<file path="src/hdl/VideoTxPkg.sv">
// Video Tx package with bus widths, register map, reset defaults and shared types
package VideoTxPkg;

	// ----------------------------------------------------------
	// Widths
	// ----------------------------------------------------------
	localparam int BusAdrsBits = 16;
	localparam int CsrDataBits = 32;
	localparam int PixelBits   = 16;
	localparam int MemAdrsBits = 19;
	localparam int CountBits   = 12;

	typedef logic [BusAdrsBits-1:0] busAdrsT;
	typedef logic [CsrDataBits-1:0] csrDataT;
	typedef logic [PixelBits-1:0]   pixelT;
	typedef logic [MemAdrsBits-1:0] memAdrsT;
	typedef logic [CountBits-1:0]   countT;

	// Pixel FIFO size doubles as the starting credit count
	localparam int PixelFifoDepth    = 16;
	localparam int PixelFifoAdrsBits = $clog2(PixelFifoDepth);
	localparam int CreditBits        = 5;

	typedef logic [CreditBits-1:0] creditT;

	// Upper address byte of this block
	localparam logic [7:0] BlockAdrsMap = 8'h04;

	// ----------------------------------------------------------
	// Register offsets
	// ----------------------------------------------------------
	localparam logic [7:0] RegHdisplay   = 8'h00;
	localparam logic [7:0] RegVdisplay   = 8'h04;
	localparam logic [7:0] RegHSyncStart = 8'h08;
	localparam logic [7:0] RegHSyncEnd   = 8'h0C;
	localparam logic [7:0] RegHSyncMax   = 8'h10;
	localparam logic [7:0] RegVSyncStart = 8'h14;
	localparam logic [7:0] RegVSyncEnd   = 8'h18;
	localparam logic [7:0] RegVSyncMax   = 8'h1C;
	localparam logic [7:0] RegControl    = 8'h20;
	localparam logic [7:0] RegBlDuty     = 8'h24;
	localparam logic [7:0] RegDmaAdrs    = 8'h28;
	localparam logic [7:0] RegDmaLen     = 8'h2C;
	localparam logic [7:0] RegStatus     = 8'h30;

	// 480x272 panel timing
	localparam countT DefHdisplay   = 12'd480;
	localparam countT DefHSyncStart = 12'd488;
	localparam countT DefHSyncEnd   = 12'd498;
	localparam countT DefHSyncMax   = 12'd540;
	localparam countT DefVdisplay   = 12'd272;
	localparam countT DefVSyncStart = 12'd284;
	localparam countT DefVSyncEnd   = 12'd294;
	localparam countT DefVSyncMax   = 12'd297;

	// Display held in reset, DMA off
	localparam logic [1:0] DefControl = 2'b01;
	localparam logic [7:0] DefBlDuty  = 8'd0;
	localparam memAdrsT    DefDmaAdrs = '0;
	localparam memAdrsT    DefDmaLen  = '0;

	typedef enum logic
	{
		DmaIdle,
		DmaRun
	} dmaStateT;

endpackage

</file>
<file path="src/hdl/PixelFifo.sv">
// Pixel FIFO, first-word-fall-through, returning one credit per popped pixel
`timescale 1ns/1ps

module PixelFifo (
	input  logic               sysClk,
	input  logic               rstN,
	input  VideoTxPkg::pixelT  memRd,
	input  logic               memRVd,
	input  logic               pixelPop,
	output VideoTxPkg::pixelT  pixelData,
	output logic               pixelValid,
	output logic               creditReturn
);

	VideoTxPkg::pixelT                        mem [VideoTxPkg::PixelFifoDepth];
	logic [VideoTxPkg::PixelFifoAdrsBits-1:0] wrPtr;
	logic [VideoTxPkg::PixelFifoAdrsBits-1:0] rdPtr;
	// Occupancy shares the credit width, 0 to depth
	VideoTxPkg::creditT                       count;

	// Head entry shown with no delay
	assign pixelValid = count != '0;
	assign pixelData  = mem[rdPtr];

	// Credits keep the push side from overrunning the array
	always_ff @(posedge sysClk)
	begin
		if (memRVd)
			mem[wrPtr] <= memRd;
	end

	// ----------------------------------------------------------
	// Pointers and occupancy
	// ----------------------------------------------------------
	always_ff @(posedge sysClk or negedge rstN)
	begin
		if (!rstN)
		begin
			wrPtr        <= '0;
			rdPtr        <= '0;
			count        <= '0;
			creditReturn <= 1'b0;
		end
		else
		begin
			if (memRVd)
				wrPtr <= wrPtr + 1'b1;
			if (pixelPop)
				rdPtr <= rdPtr + 1'b1;
			case ({memRVd, pixelPop})
				2'b10:   count <= count + 1'b1;
				2'b01:   count <= count - 1'b1;
				default: count <= count;
			endcase
			creditReturn <= pixelPop;
		end
	end

endmodule

</file>
<file path="src/hdl/TftDriver.sv">
// TFT output driver with timing counters, syncs, data enable, colour, underrun and backlight
`timescale 1ns/1ps

module TftDriver (
	input  logic               sysClk,
	input  logic               rstN,
	input  VideoTxPkg::countT  hdisplay,
	input  VideoTxPkg::countT  vdisplay,
	input  VideoTxPkg::countT  hSyncStart,
	input  VideoTxPkg::countT  hSyncEnd,
	input  VideoTxPkg::countT  hSyncMax,
	input  VideoTxPkg::countT  vSyncStart,
	input  VideoTxPkg::countT  vSyncEnd,
	input  VideoTxPkg::countT  vSyncMax,
	input  logic               displayRst,
	input  logic [7:0]         blDuty,
	input  VideoTxPkg::pixelT  pixelData,
	input  logic               pixelValid,
	output logic               pixelPop,
	output logic               underrun,
	output logic [3:0]         tftColorR,
	output logic [3:0]         tftColorG,
	output logic [3:0]         tftColorB,
	output logic               tftHSync,
	output logic               tftVSync,
	output logic               tftDe,
	output logic               tftRst,
	output logic               tftBackLight
);

	VideoTxPkg::countT hCount;
	VideoTxPkg::countT vCount;
	logic              active;
	logic              hSyncZone;
	logic              vSyncZone;
	logic [7:0]        blCount;

	assign active    = !displayRst && (hCount < hdisplay) && (vCount < vdisplay);
	assign hSyncZone = (hCount >= hSyncStart) && (hCount < hSyncEnd);
	assign vSyncZone = (vCount >= vSyncStart) && (vCount < vSyncEnd);
	assign pixelPop  = active && pixelValid;
	assign tftRst    = !displayRst;

	// ----------------------------------------------------------
	// Horizontal and vertical counters
	// ----------------------------------------------------------
	always_ff @(posedge sysClk or negedge rstN)
	begin
		if (!rstN)
		begin
			hCount <= '0;
			vCount <= '0;
		end
		else if (displayRst)
		begin
			hCount <= '0;
			vCount <= '0;
		end
		else if (hCount == hSyncMax)
		begin
			hCount <= '0;
			if (vCount == vSyncMax)
				vCount <= '0;
			else
				vCount <= vCount + 1'b1;
		end
		else
			hCount <= hCount + 1'b1;
	end

	// ----------------------------------------------------------
	// Registered panel outputs, one cycle behind the counters
	// ----------------------------------------------------------
	always_ff @(posedge sysClk or negedge rstN)
	begin
		if (!rstN)
		begin
			tftDe     <= 1'b0;
			tftHSync  <= 1'b1;
			tftVSync  <= 1'b1;
			tftColorR <= '0;
			tftColorG <= '0;
			tftColorB <= '0;
		end
		else
		begin
			tftDe    <= active;
			// Syncs stay inactive while the display is held in reset
			tftHSync <= displayRst || !hSyncZone;
			tftVSync <= displayRst || !vSyncZone;
			if (pixelPop)
			begin
				// RGB565 reduced to 4 bits per channel
				tftColorR <= pixelData[15:12];
				tftColorG <= pixelData[10:7];
				tftColorB <= pixelData[4:1];
			end
			else
			begin
				tftColorR <= '0;
				tftColorG <= '0;
				tftColorB <= '0;
			end
		end
	end

	// Sticky until the display goes back into reset
	always_ff @(posedge sysClk or negedge rstN)
	begin
		if (!rstN)
			underrun <= 1'b0;
		else if (displayRst)
			underrun <= 1'b0;
		else if (active && !pixelValid)
			underrun <= 1'b1;
	end

	// Backlight PWM, 256-cycle period
	always_ff @(posedge sysClk or negedge rstN)
	begin
		if (!rstN)
		begin
			blCount      <= '0;
			tftBackLight <= 1'b0;
		end
		else
		begin
			blCount      <= blCount + 1'b1;
			tftBackLight <= blCount < blDuty;
		end
	end

endmodule

</file>
<file path="src/hdl/VideoDmaReader.sv">
// Video DMA reader looping over the frame buffer, paced by pixel FIFO credits
`timescale 1ns/1ps

module VideoDmaReader (
	input  logic                 sysClk,
	input  logic                 rstN,
	input  logic                 dmaEn,
	input  VideoTxPkg::memAdrsT  dmaAdrs,
	input  VideoTxPkg::memAdrsT  dmaLen,
	input  logic                 creditReturn,
	input  logic                 memRdy,
	output VideoTxPkg::memAdrsT  memAdrs,
	output logic                 memREd
);

	VideoTxPkg::dmaStateT state;
	VideoTxPkg::creditT   credits;
	VideoTxPkg::memAdrsT  wordCnt;
	logic                 accept;
	logic                 lastWord;

	// Request only while a FIFO slot is guaranteed
	assign memREd   = (state == VideoTxPkg::DmaRun) && (credits != '0);
	assign accept   = memREd && memRdy;
	assign lastWord = (wordCnt + 1'b1) >= dmaLen;

	// ----------------------------------------------------------
	// Address FSM
	// ----------------------------------------------------------
	always_ff @(posedge sysClk or negedge rstN)
	begin
		if (!rstN)
		begin
			state   <= VideoTxPkg::DmaIdle;
			memAdrs <= '0;
			wordCnt <= '0;
		end
		else
		begin
			case (state)
				VideoTxPkg::DmaIdle:
				begin
					if (dmaEn)
					begin
						state   <= VideoTxPkg::DmaRun;
						memAdrs <= dmaAdrs;
						wordCnt <= '0;
					end
				end
				VideoTxPkg::DmaRun:
				begin
					if (!dmaEn)
						state <= VideoTxPkg::DmaIdle;
					else if (accept)
					begin
						// Wrap to the start of the window after dmaLen words
						if (lastWord)
						begin
							memAdrs <= dmaAdrs;
							wordCnt <= '0;
						end
						else
						begin
							memAdrs <= memAdrs + 1'b1;
							wordCnt <= wordCnt + 1'b1;
						end
					end
				end
				default: state <= VideoTxPkg::DmaIdle;
			endcase
		end
	end

	// Credits survive DMA stop, data in flight still lands in the FIFO
	always_ff @(posedge sysClk or negedge rstN)
	begin
		if (!rstN)
			credits <= VideoTxPkg::creditT'(VideoTxPkg::PixelFifoDepth);
		else
		begin
			case ({accept, creditReturn})
				2'b10:   credits <= credits - 1'b1;
				2'b01:   credits <= credits + 1'b1;
				default: credits <= credits;
			endcase
		end
	end

endmodule

</file>
<file path="src/hdl/VideoTxBlock.sv">
// Video Tx top level joining registers, DMA reader, pixel FIFO and TFT driver
`timescale 1ns/1ps

module VideoTxBlock (
	input  logic                 sysClk,
	input  logic                 rstN,
	// Register bus
	input  VideoTxPkg::busAdrsT  csrAdrs,
	input  VideoTxPkg::csrDataT  csrWd,
	input  logic                 csrWCke,
	output VideoTxPkg::csrDataT  csrRd,
	output logic                 csrREd,
	// Memory read bus
	input  logic                 memRdy,
	input  VideoTxPkg::pixelT    memRd,
	input  logic                 memRVd,
	output VideoTxPkg::memAdrsT  memAdrs,
	output logic                 memREd,
	// Panel
	output logic [3:0]           tftColorR,
	output logic [3:0]           tftColorG,
	output logic [3:0]           tftColorB,
	output logic                 tftHSync,
	output logic                 tftVSync,
	output logic                 tftDe,
	output logic                 tftRst,
	output logic                 tftBackLight
);

	VideoTxPkg::countT   hdisplay;
	VideoTxPkg::countT   vdisplay;
	VideoTxPkg::countT   hSyncStart;
	VideoTxPkg::countT   hSyncEnd;
	VideoTxPkg::countT   hSyncMax;
	VideoTxPkg::countT   vSyncStart;
	VideoTxPkg::countT   vSyncEnd;
	VideoTxPkg::countT   vSyncMax;
	logic                displayRst;
	logic                dmaEn;
	logic [7:0]          blDuty;
	VideoTxPkg::memAdrsT dmaAdrs;
	VideoTxPkg::memAdrsT dmaLen;
	logic                underrun;
	logic                creditReturn;
	VideoTxPkg::pixelT   pixelData;
	logic                pixelValid;
	logic                pixelPop;

	// ----------------------------------------------------------
	// Input side
	// ----------------------------------------------------------
	VideoTxCsr csr (
		.sysClk(sysClk), .rstN(rstN),
		.csrAdrs(csrAdrs), .csrWd(csrWd), .csrWCke(csrWCke), .underrun(underrun),
		.csrRd(csrRd), .csrREd(csrREd),
		.hdisplay(hdisplay), .vdisplay(vdisplay),
		.hSyncStart(hSyncStart), .hSyncEnd(hSyncEnd), .hSyncMax(hSyncMax),
		.vSyncStart(vSyncStart), .vSyncEnd(vSyncEnd), .vSyncMax(vSyncMax),
		.displayRst(displayRst), .dmaEn(dmaEn), .blDuty(blDuty),
		.dmaAdrs(dmaAdrs), .dmaLen(dmaLen)
	);

	VideoDmaReader dmaReader (
		.sysClk(sysClk), .rstN(rstN),
		.dmaEn(dmaEn), .dmaAdrs(dmaAdrs), .dmaLen(dmaLen),
		.creditReturn(creditReturn), .memRdy(memRdy),
		.memAdrs(memAdrs), .memREd(memREd)
	);

	// Read data goes straight into the FIFO
	PixelFifo pixelFifo (
		.sysClk(sysClk), .rstN(rstN),
		.memRd(memRd), .memRVd(memRVd), .pixelPop(pixelPop),
		.pixelData(pixelData), .pixelValid(pixelValid), .creditReturn(creditReturn)
	);

	// ----------------------------------------------------------
	// Output side
	// ----------------------------------------------------------
	TftDriver tftDriver (
		.sysClk(sysClk), .rstN(rstN),
		.hdisplay(hdisplay), .vdisplay(vdisplay),
		.hSyncStart(hSyncStart), .hSyncEnd(hSyncEnd), .hSyncMax(hSyncMax),
		.vSyncStart(vSyncStart), .vSyncEnd(vSyncEnd), .vSyncMax(vSyncMax),
		.displayRst(displayRst), .blDuty(blDuty),
		.pixelData(pixelData), .pixelValid(pixelValid),
		.pixelPop(pixelPop), .underrun(underrun),
		.tftColorR(tftColorR), .tftColorG(tftColorG), .tftColorB(tftColorB),
		.tftHSync(tftHSync), .tftVSync(tftVSync), .tftDe(tftDe),
		.tftRst(tftRst), .tftBackLight(tftBackLight)
	);

endmodule

</file>
<file path="src/hdl/VideoTxCsr.sv">
// Video Tx register block holding display timing, control, backlight and DMA window
`timescale 1ns/1ps

module VideoTxCsr (
	input  logic                 sysClk,
	input  logic                 rstN,
	input  VideoTxPkg::busAdrsT  csrAdrs,
	input  VideoTxPkg::csrDataT  csrWd,
	input  logic                 csrWCke,
	input  logic                 underrun,
	output VideoTxPkg::csrDataT  csrRd,
	output logic                 csrREd,
	output VideoTxPkg::countT    hdisplay,
	output VideoTxPkg::countT    vdisplay,
	output VideoTxPkg::countT    hSyncStart,
	output VideoTxPkg::countT    hSyncEnd,
	output VideoTxPkg::countT    hSyncMax,
	output VideoTxPkg::countT    vSyncStart,
	output VideoTxPkg::countT    vSyncEnd,
	output VideoTxPkg::countT    vSyncMax,
	output logic                 displayRst,
	output logic                 dmaEn,
	output logic [7:0]           blDuty,
	output VideoTxPkg::memAdrsT  dmaAdrs,
	output VideoTxPkg::memAdrsT  dmaLen
);

	logic                hit;
	logic [7:0]          offset;
	VideoTxPkg::csrDataT readValue;

	// Upper byte selects the block, lower byte the register
	assign hit    = csrAdrs[VideoTxPkg::BusAdrsBits-1 -: 8] == VideoTxPkg::BlockAdrsMap;
	assign offset = csrAdrs[7:0];

	// ----------------------------------------------------------
	// Register write
	// ----------------------------------------------------------
	always_ff @(posedge sysClk or negedge rstN)
	begin
		if (!rstN)
		begin
			hdisplay   <= VideoTxPkg::DefHdisplay;
			vdisplay   <= VideoTxPkg::DefVdisplay;
			hSyncStart <= VideoTxPkg::DefHSyncStart;
			hSyncEnd   <= VideoTxPkg::DefHSyncEnd;
			hSyncMax   <= VideoTxPkg::DefHSyncMax;
			vSyncStart <= VideoTxPkg::DefVSyncStart;
			vSyncEnd   <= VideoTxPkg::DefVSyncEnd;
			vSyncMax   <= VideoTxPkg::DefVSyncMax;
			displayRst <= VideoTxPkg::DefControl[0];
			dmaEn      <= VideoTxPkg::DefControl[1];
			blDuty     <= VideoTxPkg::DefBlDuty;
			dmaAdrs    <= VideoTxPkg::DefDmaAdrs;
			dmaLen     <= VideoTxPkg::DefDmaLen;
		end
		else if (hit && csrWCke)
		begin
			case (offset)
				VideoTxPkg::RegHdisplay:   hdisplay   <= csrWd[VideoTxPkg::CountBits-1:0];
				VideoTxPkg::RegVdisplay:   vdisplay   <= csrWd[VideoTxPkg::CountBits-1:0];
				VideoTxPkg::RegHSyncStart: hSyncStart <= csrWd[VideoTxPkg::CountBits-1:0];
				VideoTxPkg::RegHSyncEnd:   hSyncEnd   <= csrWd[VideoTxPkg::CountBits-1:0];
				VideoTxPkg::RegHSyncMax:   hSyncMax   <= csrWd[VideoTxPkg::CountBits-1:0];
				VideoTxPkg::RegVSyncStart: vSyncStart <= csrWd[VideoTxPkg::CountBits-1:0];
				VideoTxPkg::RegVSyncEnd:   vSyncEnd   <= csrWd[VideoTxPkg::CountBits-1:0];
				VideoTxPkg::RegVSyncMax:   vSyncMax   <= csrWd[VideoTxPkg::CountBits-1:0];
				VideoTxPkg::RegControl:
				begin
					displayRst <= csrWd[0];
					dmaEn      <= csrWd[1];
				end
				VideoTxPkg::RegBlDuty:     blDuty     <= csrWd[7:0];
				VideoTxPkg::RegDmaAdrs:    dmaAdrs    <= csrWd[VideoTxPkg::MemAdrsBits-1:0];
				VideoTxPkg::RegDmaLen:     dmaLen     <= csrWd[VideoTxPkg::MemAdrsBits-1:0];
				default:;
			endcase
		end
	end

	// ----------------------------------------------------------
	// Read-back
	// ----------------------------------------------------------
	always_comb
	begin
		case (offset)
			VideoTxPkg::RegHdisplay:   readValue = VideoTxPkg::csrDataT'(hdisplay);
			VideoTxPkg::RegVdisplay:   readValue = VideoTxPkg::csrDataT'(vdisplay);
			VideoTxPkg::RegHSyncStart: readValue = VideoTxPkg::csrDataT'(hSyncStart);
			VideoTxPkg::RegHSyncEnd:   readValue = VideoTxPkg::csrDataT'(hSyncEnd);
			VideoTxPkg::RegHSyncMax:   readValue = VideoTxPkg::csrDataT'(hSyncMax);
			VideoTxPkg::RegVSyncStart: readValue = VideoTxPkg::csrDataT'(vSyncStart);
			VideoTxPkg::RegVSyncEnd:   readValue = VideoTxPkg::csrDataT'(vSyncEnd);
			VideoTxPkg::RegVSyncMax:   readValue = VideoTxPkg::csrDataT'(vSyncMax);
			VideoTxPkg::RegControl:    readValue = VideoTxPkg::csrDataT'({dmaEn, displayRst});
			VideoTxPkg::RegBlDuty:     readValue = VideoTxPkg::csrDataT'(blDuty);
			VideoTxPkg::RegDmaAdrs:    readValue = VideoTxPkg::csrDataT'(dmaAdrs);
			VideoTxPkg::RegDmaLen:     readValue = VideoTxPkg::csrDataT'(dmaLen);
			// Live status, not latched here
			VideoTxPkg::RegStatus:     readValue = VideoTxPkg::csrDataT'(underrun);
			default:                   readValue = '0;
		endcase
	end

	always_ff @(posedge sysClk or negedge rstN)
	begin
		if (!rstN)
			csrREd <= 1'b0;
		else
			csrREd <= hit && !csrWCke;
	end

	always_ff @(posedge sysClk)
	begin
		csrRd <= readValue;
	end

endmodule

</file>
<file path="config.mk">
export PLATFORM = sky130hd
export DESIGN_NAME = VideoTxBlock
export DESIGN_NICKNAME = d
export VERILOG_FILES = /design/src/hdl/VideoTxPkg.sv /design/src/hdl/PixelFifo.sv /design/src/hdl/TftDriver.sv /design/src/hdl/VideoDmaReader.sv /design/src/hdl/VideoTxBlock.sv /design/src/hdl/VideoTxCsr.sv
export SDC_FILE = /design/constraint.sdc
export NUM_CORES = 1
export LEC_CHECK = 0
export BUFFER_PORTS_ARGS = -buffer_cell sky130_fd_sc_hd__buf_2
export CAP_MARGIN = 20
export CORE_MARGIN = 8
export CORE_UTILIZATION = 56
export CTS_BUF_LIST = sky130_fd_sc_hd__clkbuf_16
export CTS_CLUSTER_DIAMETER = 120
export DETAILED_ROUTE_END_ITERATION = 16
export HOLD_SLACK_MARGIN = 0.02
export PLACE_DENSITY = 0.76
export SYNTH_ARGS = -nofsm -noshare
export SYNTH_HDL_FRONTEND = slang
export SYNTH_HIERARCHICAL = 1
export SYNTH_SLANG_ARGS = --single-unit
</file>
<file path="constraint.sdc">
create_clock -name sysClk -period 3.3 [get_ports sysClk]
set_input_delay 0.66 -clock sysClk [delete_from_list [all_inputs] [get_ports sysClk]]
set_output_delay 0.66 -clock sysClk [all_outputs]
set_load 0.05 [all_outputs]
</file>
# [After elaboration in Yosys (flattened, before gate mapping)]
# Memory sizes are Yosys's and may differ from the RTL's.
# Index checks and enable logic that the tools add are counted.
[classes] muxes=26 reduce_logical=37 n_bitwise=1 shift=0 n_addsub=11 n_lt_le_gt_ge=8 n_mul=0 div=0 n_eq_ne=22
[ops] operator="one-hot mux 19 bit (13 select lines)" n=1
[ops] operator="2-to-1 mux 19 bit" n=8
[ops] operator="one-hot mux 19 bit (2 select lines)" n=2
[ops] operator="2-to-1 mux 12 bit" n=5
[ops] operator="< comparator 12 bit" n=4
[ops] operator="equality test 8 x 6 -> 1 bit (second input constant)" n=5
[ops] operator="adder 19 x 1 -> 19 bit (second input constant)" n=2
[ops] operator="equality test 8 x 5 -> 1 bit (second input constant)" n=4
[ops] operator="adder 12 x 1 -> 12 bit (second input constant)" n=2
[ops] operator="equality test 12 bit" n=2
[ops] operator="greater-or-equal comparator 12 bit" n=2
[ops] operator="AND reduction 2 bit" n=12
[ops] operator="one-hot mux 5 bit (2 select lines)" n=2
[ops] operator="greater-or-equal comparator 19 bit" n=1
[ops] operator="equality test 8 x 3 -> 1 bit (second input constant)" n=2
[ops] operator="equality test 8 x 4 -> 1 bit (second input constant)" n=2
[ops] operator="2-to-1 mux 4 bit" n=3
[ops] operator="adder 5 x 1 -> 5 bit (second input constant)" n=2
[ops] operator="logical AND 1 bit" n=10
[ops] operator="nonzero test 5 bit" n=2
[ops] operator="subtractor 5 x 1 -> 5 bit (second input constant)" n=2
[ops] operator="adder 4 x 1 -> 4 bit (second input constant)" n=2
[ops] operator="adder 8 x 1 -> 8 bit (second input constant)" n=1
[ops] operator="logical NOT 8 bit" n=1
[ops] operator="10 further kinds" n=26
[totals] regBits=271 mem_count=1 rom_bits=0 mem_bits_rw=256 latchBits=0 input_bits=69 output_inout_bits=70
[mem_list] name="pixelFifo.mem" depth=16 width=16 read_ports=1 rd_ports_with_merged_regs=0 wr=1 line_no="PixelFifo.sv:15" text="VideoTxPkg::pixelT mem [VideoTxPkg::PixelFifoDepth];"

# [Depth between registers and ports, before layout]
# Gate-level depths: netlist (run 1).
[logic_depth] word_depth=6 ltp_mapped=16 depth_no_buf=14

# [Hierarchy]
# The synthesis (run 1) kept the hierarchy.
[modules_own_cells] module="PixelFifo" area_per_inst_um2=10458.8 instances=1 cells_per_inst=485
[modules_own_cells] module="VideoTxCsr" area_per_inst_um2=7577.3 instances=1 cells_per_inst=562
[modules_own_cells] module="TftDriver" area_per_inst_um2=4314.1 instances=1 cells_per_inst=491
[modules_own_cells] module="VideoDmaReader" area_per_inst_um2=3310.7 instances=1 cells_per_inst=380

# [Worst setup path before layout (run 1)]
# No wires, ideal clock.
[synth_timing] path_kind="flip-flop to flip-flop" from="register tftDriver.hCount[2]" to="register pixelFifo.count[4]" setup_slack_ps=-111 stages_incl_launch_ff=16 setup_ps=138 n_path_buf=2 period_less_slack_ps=3411 arrival_time_ps=3273 path_cell_list="dfrtp_1 ha_1 a211oi_1 o21ai_0 a211oi_1 o32ai_2 clkbuf_1 nor2_1 ha_1 clkbuf_1 xor2_1 ha_1 nor3_1 o21ai_1 o311ai_1 xor2_1"
[synth_via] elab_chain_cells=6 elab_cells_between_ends=8 classes_between="1 x order compare; 2 x eq/ne; 1 x mux; 4 x reduce/logical"
[synth_lines] item="start, declared" line_no="TftDriver.sv:31" text="VideoTxPkg::countT hCount;"
[synth_lines] item="start signal, assigned" line_no="TftDriver.sv:68" text="hCount <= hCount + 1'b1;"
[synth_lines] item="< comparator 12 bit *" line_no="TftDriver.sv:38" text="assign active = !displayRst && (hCount < hdisplay) && (vCount < vdisplay);"
[synth_lines] item="logical AND 1 bit * (2 in series)" line_no="TftDriver.sv:38"
[synth_lines] item="logical AND 1 bit *" line_no="TftDriver.sv:41" text="assign pixelPop = active && pixelValid;"
[synth_lines] item="net pixelPop" line_no="VideoTxBlock.sv:47" text="logic pixelPop;"
[synth_lines] item="equality test 2 x 1 -> 1 bit / equality test 2 bit (equally long branches)" line_no="PixelFifo.sv:50" text="case ({memRVd, pixelPop})"
[synth_lines] item="one-hot mux 5 bit (2 select lines) / nonzero test 2 bit (equally long branches)"
[synth_lines] item="end signal, assigned" line_no="PixelFifo.sv:51" text="2'b10: count <= count + 1'b1;"
[synth_lines] item="end signal, assigned" line_no="PixelFifo.sv:52" text="2'b01: count <= count - 1'b1;"
[synth_lines] item="end signal, assigned" line_no="PixelFifo.sv:53" text="default: count <= count;"
[synth_lines] item="end, declared" line_no="PixelFifo.sv:19" text="VideoTxPkg::creditT count;"
# Mark *: on every way through the listed nets, which the timed path passes. The rest lies on a longest branch.
# A chain may end at the register's enable or synchronous reset.

# [Worst setup path in the final report (run 1)]
[layout_timing] from="register dmaReader.wordCnt[0]" to="register dmaReader.wordCnt[4]"
[layout_via] elab_chain_cells=6
[layout_lines] item="start, declared" line_no="VideoDmaReader.sv:18" text="VideoTxPkg::memAdrsT wordCnt;"
[layout_lines] item="start signal, assigned" line_no="VideoDmaReader.sv:65" text="wordCnt <= wordCnt + 1'b1;"
[layout_lines] item="adder 19 x 1 -> 19 bit *" line_no="VideoDmaReader.sv:25, VideoDmaReader.sv:65"
[layout_lines] item="greater-or-equal comparator 19 bit" line_no="VideoDmaReader.sv:25" text="assign lastWord = (wordCnt + 1'b1) >= dmaLen;"
[layout_lines] item="2-to-1 mux 19 bit *" line_no="VideoDmaReader.sv:57" text="if (lastWord)"
[layout_lines] item="2-to-1 mux 19 bit *" line_no="VideoDmaReader.sv:54" text="else if (accept)"
[layout_lines] item="2-to-1 mux 19 bit *" line_no="VideoDmaReader.sv:52" text="if (!dmaEn)"
[layout_lines] item="one-hot mux 19 bit (2 select lines) *" line_no="VideoDmaReader.sv:40" text="case (state)"
# Mark *: on every way between the ends. The rest lies on a longest branch, timed or not. The select of a mux whose other input is x is not followed.

==> results of run 1 <==
cell usage in the layout, fill, tap and decap left out, types with 10 or more instances in the layout:
master and n:
dfrtp_1 213, xnor2_1 25, a211oi_1 19, nand2_1 111, a21o_1 20, clkbuf_16 48, nor2_1 62, nor3_1 35
a22o_1 21, o21ai_0 29, mux2_1 46, a21oi_1 30, dfxtp_1 19, o211ai_1 17, a211o_1 10, buf_2 107
nor2b_1 10, mux4_2 52, and2_1 23, and3_1 14, dfstp_2 37, buf_4 93, nand4_1 29, o221ai_1 11
xor2_1 49, nand3_1 46, inv_1 144, ha_1 111, mux2_2 111, a22oi_1 36, mux2i_1 17, conb_1 13
nand2b_1 11, clkinv_1 10, edfxtp_1 192
routing by layer:
| metal | GRT usage | vias to the layer above | part of all wire |
|---|---|---|---|
| li1 | - | 7101 | - |
| met5 | 0 | - | 0 |
| met4 | 0.0996 | 0 | 0.038 |
| met1 | 0.336 | 8209 | 0.41 |
| met2 | 0.411 | 702 | 0.48 |
| met3 | 0.0403 | 142 | 0.070 |
power groups by stage:
stage               registers [mW]  logic (mW)  clock network [mW]
CTS                           6.45       0.941                5.49
detailed placement            6.55       0.930                   0
global route                  6.48        1.02                5.73
floorplan                     6.52       0.563                   0
global placement              6.53       0.894                   0
finish                        6.45       0.948                5.41
final cells by class:
type,count,share of cell area
Clock inverter,39,0.0144
Timing Repair Buffer,208,0.0514
Clock buffer,48,0.0453
Antenna cell,2,0.000189
Inverter,129,0.0183
Tap cell,532,0.0251
Multi-Input combinational cell,1142,0.374
Sequential cell,463,0.472
critical path: cells and delay by family, from the launching register on:
kind / cells / cell delay, ns
DFF: 1 / 0.41
and+or+nand+nor: 4 / 1.09
AOI/OAI and AO/OA: 5 / 1.06
xor gates and xnor gates: 1 / 0.16
adders and majority gates: 2 / 0.45
sequential cells by signal, summed over array words and instances, names as in the netlist, 19 cells and up:
| register | count |
|---|---|
| csr/csrRd | 19 |
| csr/dmaAdrs | 19 |
| csr/dmaLen | 19 |
| dmaReader/memAdrs | 19 |
| dmaReader/wordCnt | 19 |
| pixelFifo/mem | 192 |
timing repair:
item,in CTS,in global routing
endpoints found under the hold margin,13,0
hold buffers,1,0
gates cloned,0,1
gates resized for setup,2,24
pin swaps,0,8
setup endpoints to repair,5,37
setup buffers,0,9
stage by stage:
stage / TNS (ns) / instances / total power [mW] / utilization / worst slack [ns]
after floorplan: 0 / 1838 / 7.08 / - / 0.0356
after global placement: 0 / 2463 / 7.42 / 0.604 / 0.0933
after detailed placement: 0 / 2463 / 7.48 / 0.604 / 0.0204
after CTS: 0 / 2551 / 12.9 / 0.643 / 0.0181
after global routing: -1.11 / 2563 / 13.2 / 0.648 / -0.0994
final: 0 / 2563 / 12.8 / 0.648 / 0.0403
worst paths after layout:
kind                                                       start                                to  slack, ns  cells past startpoint
max in group asynchronous                                   rstN      tftDriver/tftHSync$_DFF_PN1_       1.79                      3
worst min-delay path                                   csrWd[12]        csr/dmaLen[12]$_DFFE_PN0P_       0.30                      2
min in group asynchronous                                   rstN       csr/dmaAdrs[17]$_DFFE_PN0P_       0.62                      2
worst max register to register  dmaReader/wordCnt[0]$_DFFE_PN0P_  dmaReader/wordCnt[4]$_DFFE_PN0P_       0.04                     12
worst min register to register             csr/dmaEn$_DFFE_PN0P_         dmaReader/state$_DFF_PN0_       0.43                      0
worst max-delay path            dmaReader/wordCnt[0]$_DFFE_PN0P_  dmaReader/wordCnt[4]$_DFFE_PN0P_       0.04                     12
==> results.sh, run 1 <==
export IMPL_outcome="finished, final reports clean"
export IMPL_power_leakage_nw=11.4
export IMPL_switching_share=0.241
export IMPL_overflow=0
export IMPL_die_h_um=220
export IMPL_cts_buffers=48
export IMPL_critPathRequiredTime_ns=3.83
export IMPL_clock_sinks=463
export IMPL_detail_route_antenna_nets=0
export IMPL_drc=0
export IMPL_power_frac_comb=0.074
export IMPL_maxCapViolCount=0
export IMPL_cp_slowest_stage_delay_ns=0.45
export IMPL_p_switching_mw=3.08
export IMPL_drtPass1Iterations=6
export IMPL_core_area_um2=40900
export IMPL_final_area_um2=26500
export IMPL_start_util=0.569
export IMPL_cp_end_kind="flop"
export IMPL_tightestPinTransition_ns=0.833
export IMPL_filler_cell_count=2986
export IMPL_maxSlewHeadroom=0.445
export IMPL_routed_wl_um=61000
export IMPL_rsz0062_at_grt="true"
export IMPL_syn2layout_area_growth_pct=13.8
export IMPL_path_cells="ha_4 -> nand3_2 -> nor4_4 -> nand3_2 -> xnor2_1 -> ha_1 -> a21o_1 -> a21o_1 -> a2111oi_4 -> o21ai_4 -> or4_4 -> o21ai_2"
export IMPL_clockBufferDepth=3
export IMPL_hold_path_class="input pin to flop"
export IMPL_dieArea_um2=48400
export IMPL_setup_viol=0
export IMPL_seqCellArea_um2=12500
export IMPL_num_rows=74
export IMPL_clockPowerShare=0.422
export IMPL_holdWs_ns=0.300
export IMPL_clkLatencyLatePin_ns=0.61
export IMPL_grt_util_all_layers=0.252
export IMPL_period_needed_ns=3.26
export IMPL_io_pins=139
export IMPL_seqPwrFrac=0.504
export IMPL_synthesis_area_um2=23300
export IMPL_dp_hpwl_um=42400
export IMPL_vdd_drop_max_mv=0.544
export IMPL_cts_tree="built"
export IMPL_p_int_mw=9.73
export IMPL_clock_skew_ns=0.0388
export IMPL_worstSetupPathType="flop to flop"
export IMPL_multi_input_area_um2=9910
export IMPL_cts_htree_levels=2
export IMPL_die_w_um=220
export IMPL_critPathMaxFanout=8
export IMPL_power_density_nw_per_um2=483
export IMPL_avgSynthCellArea_um2=12.8
export IMPL_cp_slowest_cell="or4_4"
export IMPL_globalplace_congestion=0.985
export IMPL_grt_start_max_net_pins=71
export IMPL_vias=16154
export IMPL_viasPerCell=6.30
export IMPL_portBuffers=108
export IMPL_first_iter_violations=1663
export IMPL_fmax_ghz=0.307
export IMPL_clk_pin_slew_ns=0.07
export IMPL_period_share=0.988
export IMPL_syn_inst=1826
export IMPL_synth_warnings=6
export IMPL_place_area_um2=24700
export IMPL_final_nets=2174
export IMPL_grt_antenna_before_repair=2
export IMPL_hold_violations=0
export IMPL_cts_root_buf="clkbuf_16"
export IMPL_grt_pass1_wl_um=94300
export IMPL_critPathArrivalTime_ns=3.79
export IMPL_grt_pass1_vias=16414
export IMPL_drv_slew=0
export IMPL_wl_per_cell_um=23.8
export IMPL_cp_start_kind="flop"
export IMPL_drive_gt1_frac=0.263
(Power assumes the default switching activity.)
==> run 2: changes to the inputs <==
ABC_CLOCK_PERIOD_IN_PS = 3300   (was not set)
MAX_ROUTING_LAYER = met4   (was not set)
==> run 2 against run 1 <==
The run now ends with setup timing left. Worst hold slack got worse by 0.19 ns. Die area stayed put. First-iteration DRC count decreased by 7.2%. Combinational power shrank 2%. Final cell count decreased by 0.23%. Sequential power hardly changed. Global-route usage rose by 0.59 points. Highest routed layer unchanged.
==> results.sh, run 2 (synthesized netlist as in run 1, its figures left out) <==
export IMPL_outcome="complete, but fails checks"
export IMPL_violations="setup timing"
export IMPL_fin_util=0.652
export IMPL_period_share=1.01
export IMPL_start_util=0.569
export IMPL_cts_tree="built"
export IMPL_cts_htree_levels=2
export IMPL_grt_start_max_net_pins=97
export IMPL_power_density_nw_per_um2=501
export IMPL_multi_input_area_um2=9930
export IMPL_routed_wl_um=61300
export IMPL_holdWs_ns=0.108
export IMPL_critPathArrivalTime_ns=3.83
export IMPL_reg2regPathDepth=13
export IMPL_syn2layout_area_growth_pct=14.5
export IMPL_overflow=0
export IMPL_clk_pin_slew_ns=0.06
export IMPL_final_cell_mix="dfrtp_1 (212), edfxtp_1 (192), inv_1 (135)"
export IMPL_cts_buffers=47
export IMPL_final_nets=2167
export IMPL_globalplace_congestion=1.01
export IMPL_io_pins=139
export IMPL_worst_slack_ns=-0.0178
export IMPL_cp_slowest_cell="or3_4"
export IMPL_largest_reg_flops=192
export IMPL_wl_per_cell_um=24.0
export IMPL_die_w_um=220
export IMPL_hold_path_class="input pin to asynchronous set/reset pin"
export IMPL_num_rows=74
export IMPL_cp_end_kind="flop"
export IMPL_period_needed_ns=3.32
export IMPL_cp_start_kind="flop"
export IMPL_filler_cell_count=2910
export IMPL_max_flop_register="pixelFifo/mem"
export IMPL_drc=0
export IMPL_grt_util_all_layers=0.258
export IMPL_cts_root_buf="clkbuf_16"
export IMPL_cp_slowest_stage_delay_ns=0.48
export IMPL_finalSetupTns_ns=-0.0254
export IMPL_seqCellArea_um2=12500
export IMPL_pre_cts_ws_ns=-0.0783
export IMPL_clock_skew_ns=0.0249
export IMPL_rsz0062_at_grt="true"
export IMPL_drtPass1Iterations=7
export IMPL_crit_family="simple AND/OR/NAND/NOR gates"
export IMPL_power_leakage_nw=11.4
export IMPL_portBuffers=108
export IMPL_drive_gt1_frac=0.269
export IMPL_viasPerCell=6.32
export IMPL_grt_antenna_before_repair=3
export IMPL_tightestPinTransition_ns=0.813
export IMPL_vias=16151
export IMPL_mostFrequentLayoutCell="dfrtp_1"
export IMPL_maxCapViolCount=0
export IMPL_clkLatencyLatePin_ns=0.61
export IMPL_clockBufferDepth=3
export IMPL_drv_slew=0
export IMPL_setup_viol=2
export IMPL_hold_violations=0
export IMPL_dp_hpwl_um=42200
export IMPL_grt_pass1_vias=15947
export IMPL_dieArea_um2=48400
export IMPL_critPathMaxFanout=6
export IMPL_path_depth=13
export IMPL_grt_pass1_wl_um=93400
export IMPL_die_h_um=220
export IMPL_critPathRequiredTime_ns=3.81
export IMPL_maxSlewHeadroom=0.458
export IMPL_vdd_drop_max_mv=0.467
export IMPL_crit_buf_inv=2
export IMPL_core_area_um2=40900
export IMPL_detail_route_antenna_nets=0
export IMPL_worstSetupPathType="flop to flop"
export IMPL_first_iter_violations=1544
export IMPL_clock_sinks=463
export IMPL_path_cells="ha_2 -> nand3_4 -> nor4_4 -> nand3_2 -> xnor2_1 -> ha_1 -> nand4_1 -> or3_4 -> o21ai_4 -> buf_6 -> buf_12 -> o41ai_1 -> a211oi_1"
export IMPL_fmax_ghz=0.301
[run 2: changes by cell type in the layout (fill, tap and decap cells not counted), sizes merged]
cell,delta
bufinv,+7
inv,-9
dlygate4sd3,-1
clkbuf,-1
buf,-5
clkinv,+3
[run 2: metrics by stage]
stage | power (mW) | instance area (µm²) | std cells
floorplan | 7.08 | 23400 | 1838
detailed placement | 7.47 | 24700 | 2458
CTS | 13.4 | 26500 | 2546
finish | 13.4 | 26700 | 2557
global placement | 7.42 | 24700 | 2458
global route | 13.8 | 26700 | 2557
[run 2: cell type report]
cell class	instances	share of cell area
clock buffer	47	0.0441
inverter	129	0.0181
tap	532	0.0249
multi-input combinational	1142	0.372
timing repair buffer	202	0.0506
sequential	463	0.468
clock inverter	40	0.0215
antenna	2	0.000188
[run 2: report_power, final]
group	switching, mW	internal (mW)
logic	0.649	0.283
clock network	2.34	3.64
registers	0.137	6.31
[run 2: final timing paths]
check	start	to	slack, ns
min in group sysClk	csrWd[14]	csr/dmaAdrs[14]$_DFFE_PN0P_	0.30
setup reg to reg	dmaReader/wordCnt[1]$_DFFE_PN0P_	dmaReader/memAdrs[2]$_DFFE_PN0P_	-0.02
hold / removal	rstN	dmaReader/memAdrs[16]$_DFFE_PN0P_	0.11
hold reg to reg	csr/dmaEn$_DFFE_PN0P_	dmaReader/state$_DFF_PN0_	0.44
setup / recovery	dmaReader/wordCnt[1]$_DFFE_PN0P_	dmaReader/memAdrs[2]$_DFFE_PN0P_	-0.02
max in group asynchronous	rstN	csr/hSyncEnd[1]$_DFFE_PN1P_	2.32
[run 2: layer usage]
layer | GRT usage | share of wire | wire length (µm) | vias to the layer above
li1 | - | - | - | 7088
met1 | 0.336 | 0.40 | 24700 | 8164
met2 | 0.404 | 0.48 | 29200 | 755
met3 | 0.0437 | 0.087 | 5330 | 144
met4 | 0.0974 | 0.035 | 2130 | 0
met5 | - | 0 | 0 | -
[run 2: timing repair]
item	4_1_cts	5_1_grt
pin swaps	0	20
hold buffers	0	0
hold endpoints to repair	0	0
endpoints found under the setup margin	8	35
buffers inserted	1	9
resized for setup	2	30
gates cloned	0	1
==> run 3: changes to the inputs <==
ABC_CLOCK_PERIOD_IN_PS = 4100   (was 3300)
CORE_UTILIZATION = 63   (was 56)
PLACE_DENSITY = 0.81   (was 0.76)
clock period = 4.1 ns   (was 3.3 ns; I/O delays follow)
==> run 3 against run 2 <==
The run now ends clean. Design area decreased by 2.8%. Die area decreased by 10%. Combinational power decreased by 19%. Global-route usage increased by 3.4 points. Critical path type unchanged. Sequential power decreased by 19%. Via count increased by 0.22%. Clock-buffer cell count unchanged. Clock skew increased by 0.0098 ns. Critical endpoint is now dmaReader/memAdrs[4]$_DFFE_PN0P_. Clock power decreased by 25%. Maximum frequency decreased by 12%.
==> results.sh, run 3 (synthesized netlist as in run 1, its figures left out) <==
export IMPL_crit_start="dmaReader/wordCnt[0]$_DFFE_PN0P_"
export IMPL_cp_start_kind="flop"
export IMPL_outcome="finished, final reports clean"
export IMPL_cts_htree_levels=2
export IMPL_hold_violations=0
export IMPL_final_area_um2=25900
export IMPL_detail_route_antenna_nets=0
export IMPL_start_util=0.638
export IMPL_largest_reg_flops=192
export IMPL_overflow=0
export IMPL_worstSetupPathType="flop to flop"
export IMPL_grt_pass1_vias=16347
export IMPL_critPathMaxFanout=12
export IMPL_die_w_um=208
export IMPL_vdd_drop_max_mv=0.440
export IMPL_power_leakage_nw=11.1
export IMPL_clock_skew_ns=0.0347
export IMPL_clkLatencyLatePin_ns=0.60
export IMPL_post_cts_buffers=0
export IMPL_wl_per_cell_um=25.4
export IMPL_place_area_um2=24200
export IMPL_max_flop_register="pixelFifo/mem"
export IMPL_cts_resized_gates=0
export IMPL_drc=0
export IMPL_portBuffers=108
export IMPL_tightestPinTransition_ns=1.10
export IMPL_placed_cells=2352
export IMPL_final_cell_mix="dfrtp_1 (213), edfxtp_1 (192), inv_1 (139)"
export IMPL_power_density_nw_per_um2=403
export IMPL_routed_wl_um=62200
export IMPL_finalSetupTns_ns=0
export IMPL_cts_tree="built"
export IMPL_num_rows=70
export IMPL_hold_path_class="input pin to asynchronous set/reset pin"
export IMPL_drtPass1Iterations=6
export IMPL_final_nets=2117
export IMPL_cts_buffers=47
export IMPL_vias=16187
export IMPL_die_h_um=208
export IMPL_cp_end_kind="flop"
export IMPL_grt_pass1_wl_um=95400
export IMPL_fin_util=0.710
export IMPL_mostFrequentLayoutCell="dfrtp_1"
export IMPL_cts_root_buf="clkbuf_16"
export IMPL_maxSlewHeadroom=0.264
export IMPL_grt_util_all_layers=0.292
export IMPL_clock_sinks=463
export IMPL_dieArea_um2=43400
export IMPL_io_pins=139
export IMPL_cts_hold_buffers_added=0
export IMPL_core_area_um2=36500
export IMPL_clockBufferDepth=3
export IMPL_first_iter_violations=1663
export IMPL_rsz0062_at_grt="false"
export IMPL_grt_antenna_before_repair=2
export IMPL_stdcell_count=2445
export IMPL_grt_start_max_net_pins=125
export IMPL_setup_viol=0
export IMPL_period_needed_ns=3.75
export IMPL_critPathRequiredTime_ns=4.49
export IMPL_clk_pin_slew_ns=0.06
export IMPL_syn2layout_area_growth_pct=11.3
export IMPL_dp_hpwl_um=41900
export IMPL_critPathArrivalTime_ns=4.14
export IMPL_r2r_start="dmaReader/wordCnt[0]$_DFFE_PN0P_"
export IMPL_power_mw=10.4
export IMPL_drv_slew=0
export IMPL_viasPerCell=6.62
export IMPL_pre_cts_ws_ns=0.335
export IMPL_period_share=0.915
export IMPL_holdWs_ns=0.360
export IMPL_maxCapViolCount=0
export IMPL_fmax_ghz=0.267
export IMPL_drive_gt1_frac=0.237
export IMPL_globalplace_congestion=0.989
export IMPL_worst_slack_ns=0.349
-- run 3: cell count changes in the layout (fill, tap and decap cells not counted), moves of 3 or more --
cell and change:
bufinv_16 -4, nand3_1 +6, nor3_2 -3, buf_4 -45, a21oi_2 -3, buf_12 -4
nand3_2 -5, inv_1 +4, a21oi_1 +3, nor3_1 +3
-- run 3: critical path, cell delays in order (launching register included) --
cell and delay (ns):
dfrtp_1 0.44, ha_1 0.26, nand3_1 0.17, buf_4 0.20, nor2_1 0.12, and4_1 0.22
xor2_1 0.22, ha_1 0.30, a21oi_1 0.12, o21ai_0 0.12, a21oi_1 0.23, nor2_2 0.16
nor2_1 0.70, o221ai_1 0.28
-- run 3: final cells by class --
| cell class | count | area (µm²) |
|---|---|---|
| clock buffer | 47 | 1180 |
| inverter | 129 | 484 |
| tap | 468 | 586 |
| timing repair buffer | 152 | 916 |
| fill | 2431 | 10600 |
| clock inverter | 41 | 465 |
| multi-input combinational | 1142 | 9800 |
| antenna | 3 | 7.51 |
| sequential | 463 | 12500 |
-- run 3: path summary, 6_finish.rpt --
check	end	slack, ns	cells past startpoint
min in group sysClk	csr/dmaLen[15]$_DFFE_PN0P_	0.46	2
max in group asynchronous	csr/vSyncMax[3]$_DFFE_PN1P_	2.74	2
hold / removal	csr/dmaLen[15]$_DFFE_PN0P_	0.36	1
setup reg to reg	dmaReader/memAdrs[4]$_DFFE_PN0P_	0.35	13
hold reg to reg	dmaReader/state$_DFF_PN0_	0.47	0
setup / recovery	dmaReader/memAdrs[4]$_DFFE_PN0P_	0.35	13
-- run 3: layer usage --
layer / GRT usage / share of wire / wire, µm / vias up
met4: 0.100 / 0.034 / 2110 / 0
met1: 0.374 / 0.39 / 24500 / 8105
li1: - / - / - / 7004
met3: 0.0576 / 0.091 / 5660 / 173
met2: 0.463 / 0.48 / 29900 / 905
met5: - / 0 / 0 / -
-- run 3: power by group --
part | internal (mW) | total [mW] | switching (mW)
Clock | 2.67 | 4.49 | 1.82
Combinational | 0.226 | 0.759 | 0.533
Sequential | 5.08 | 5.20 | 0.116
Total | 7.98 | 10.4 | 2.47
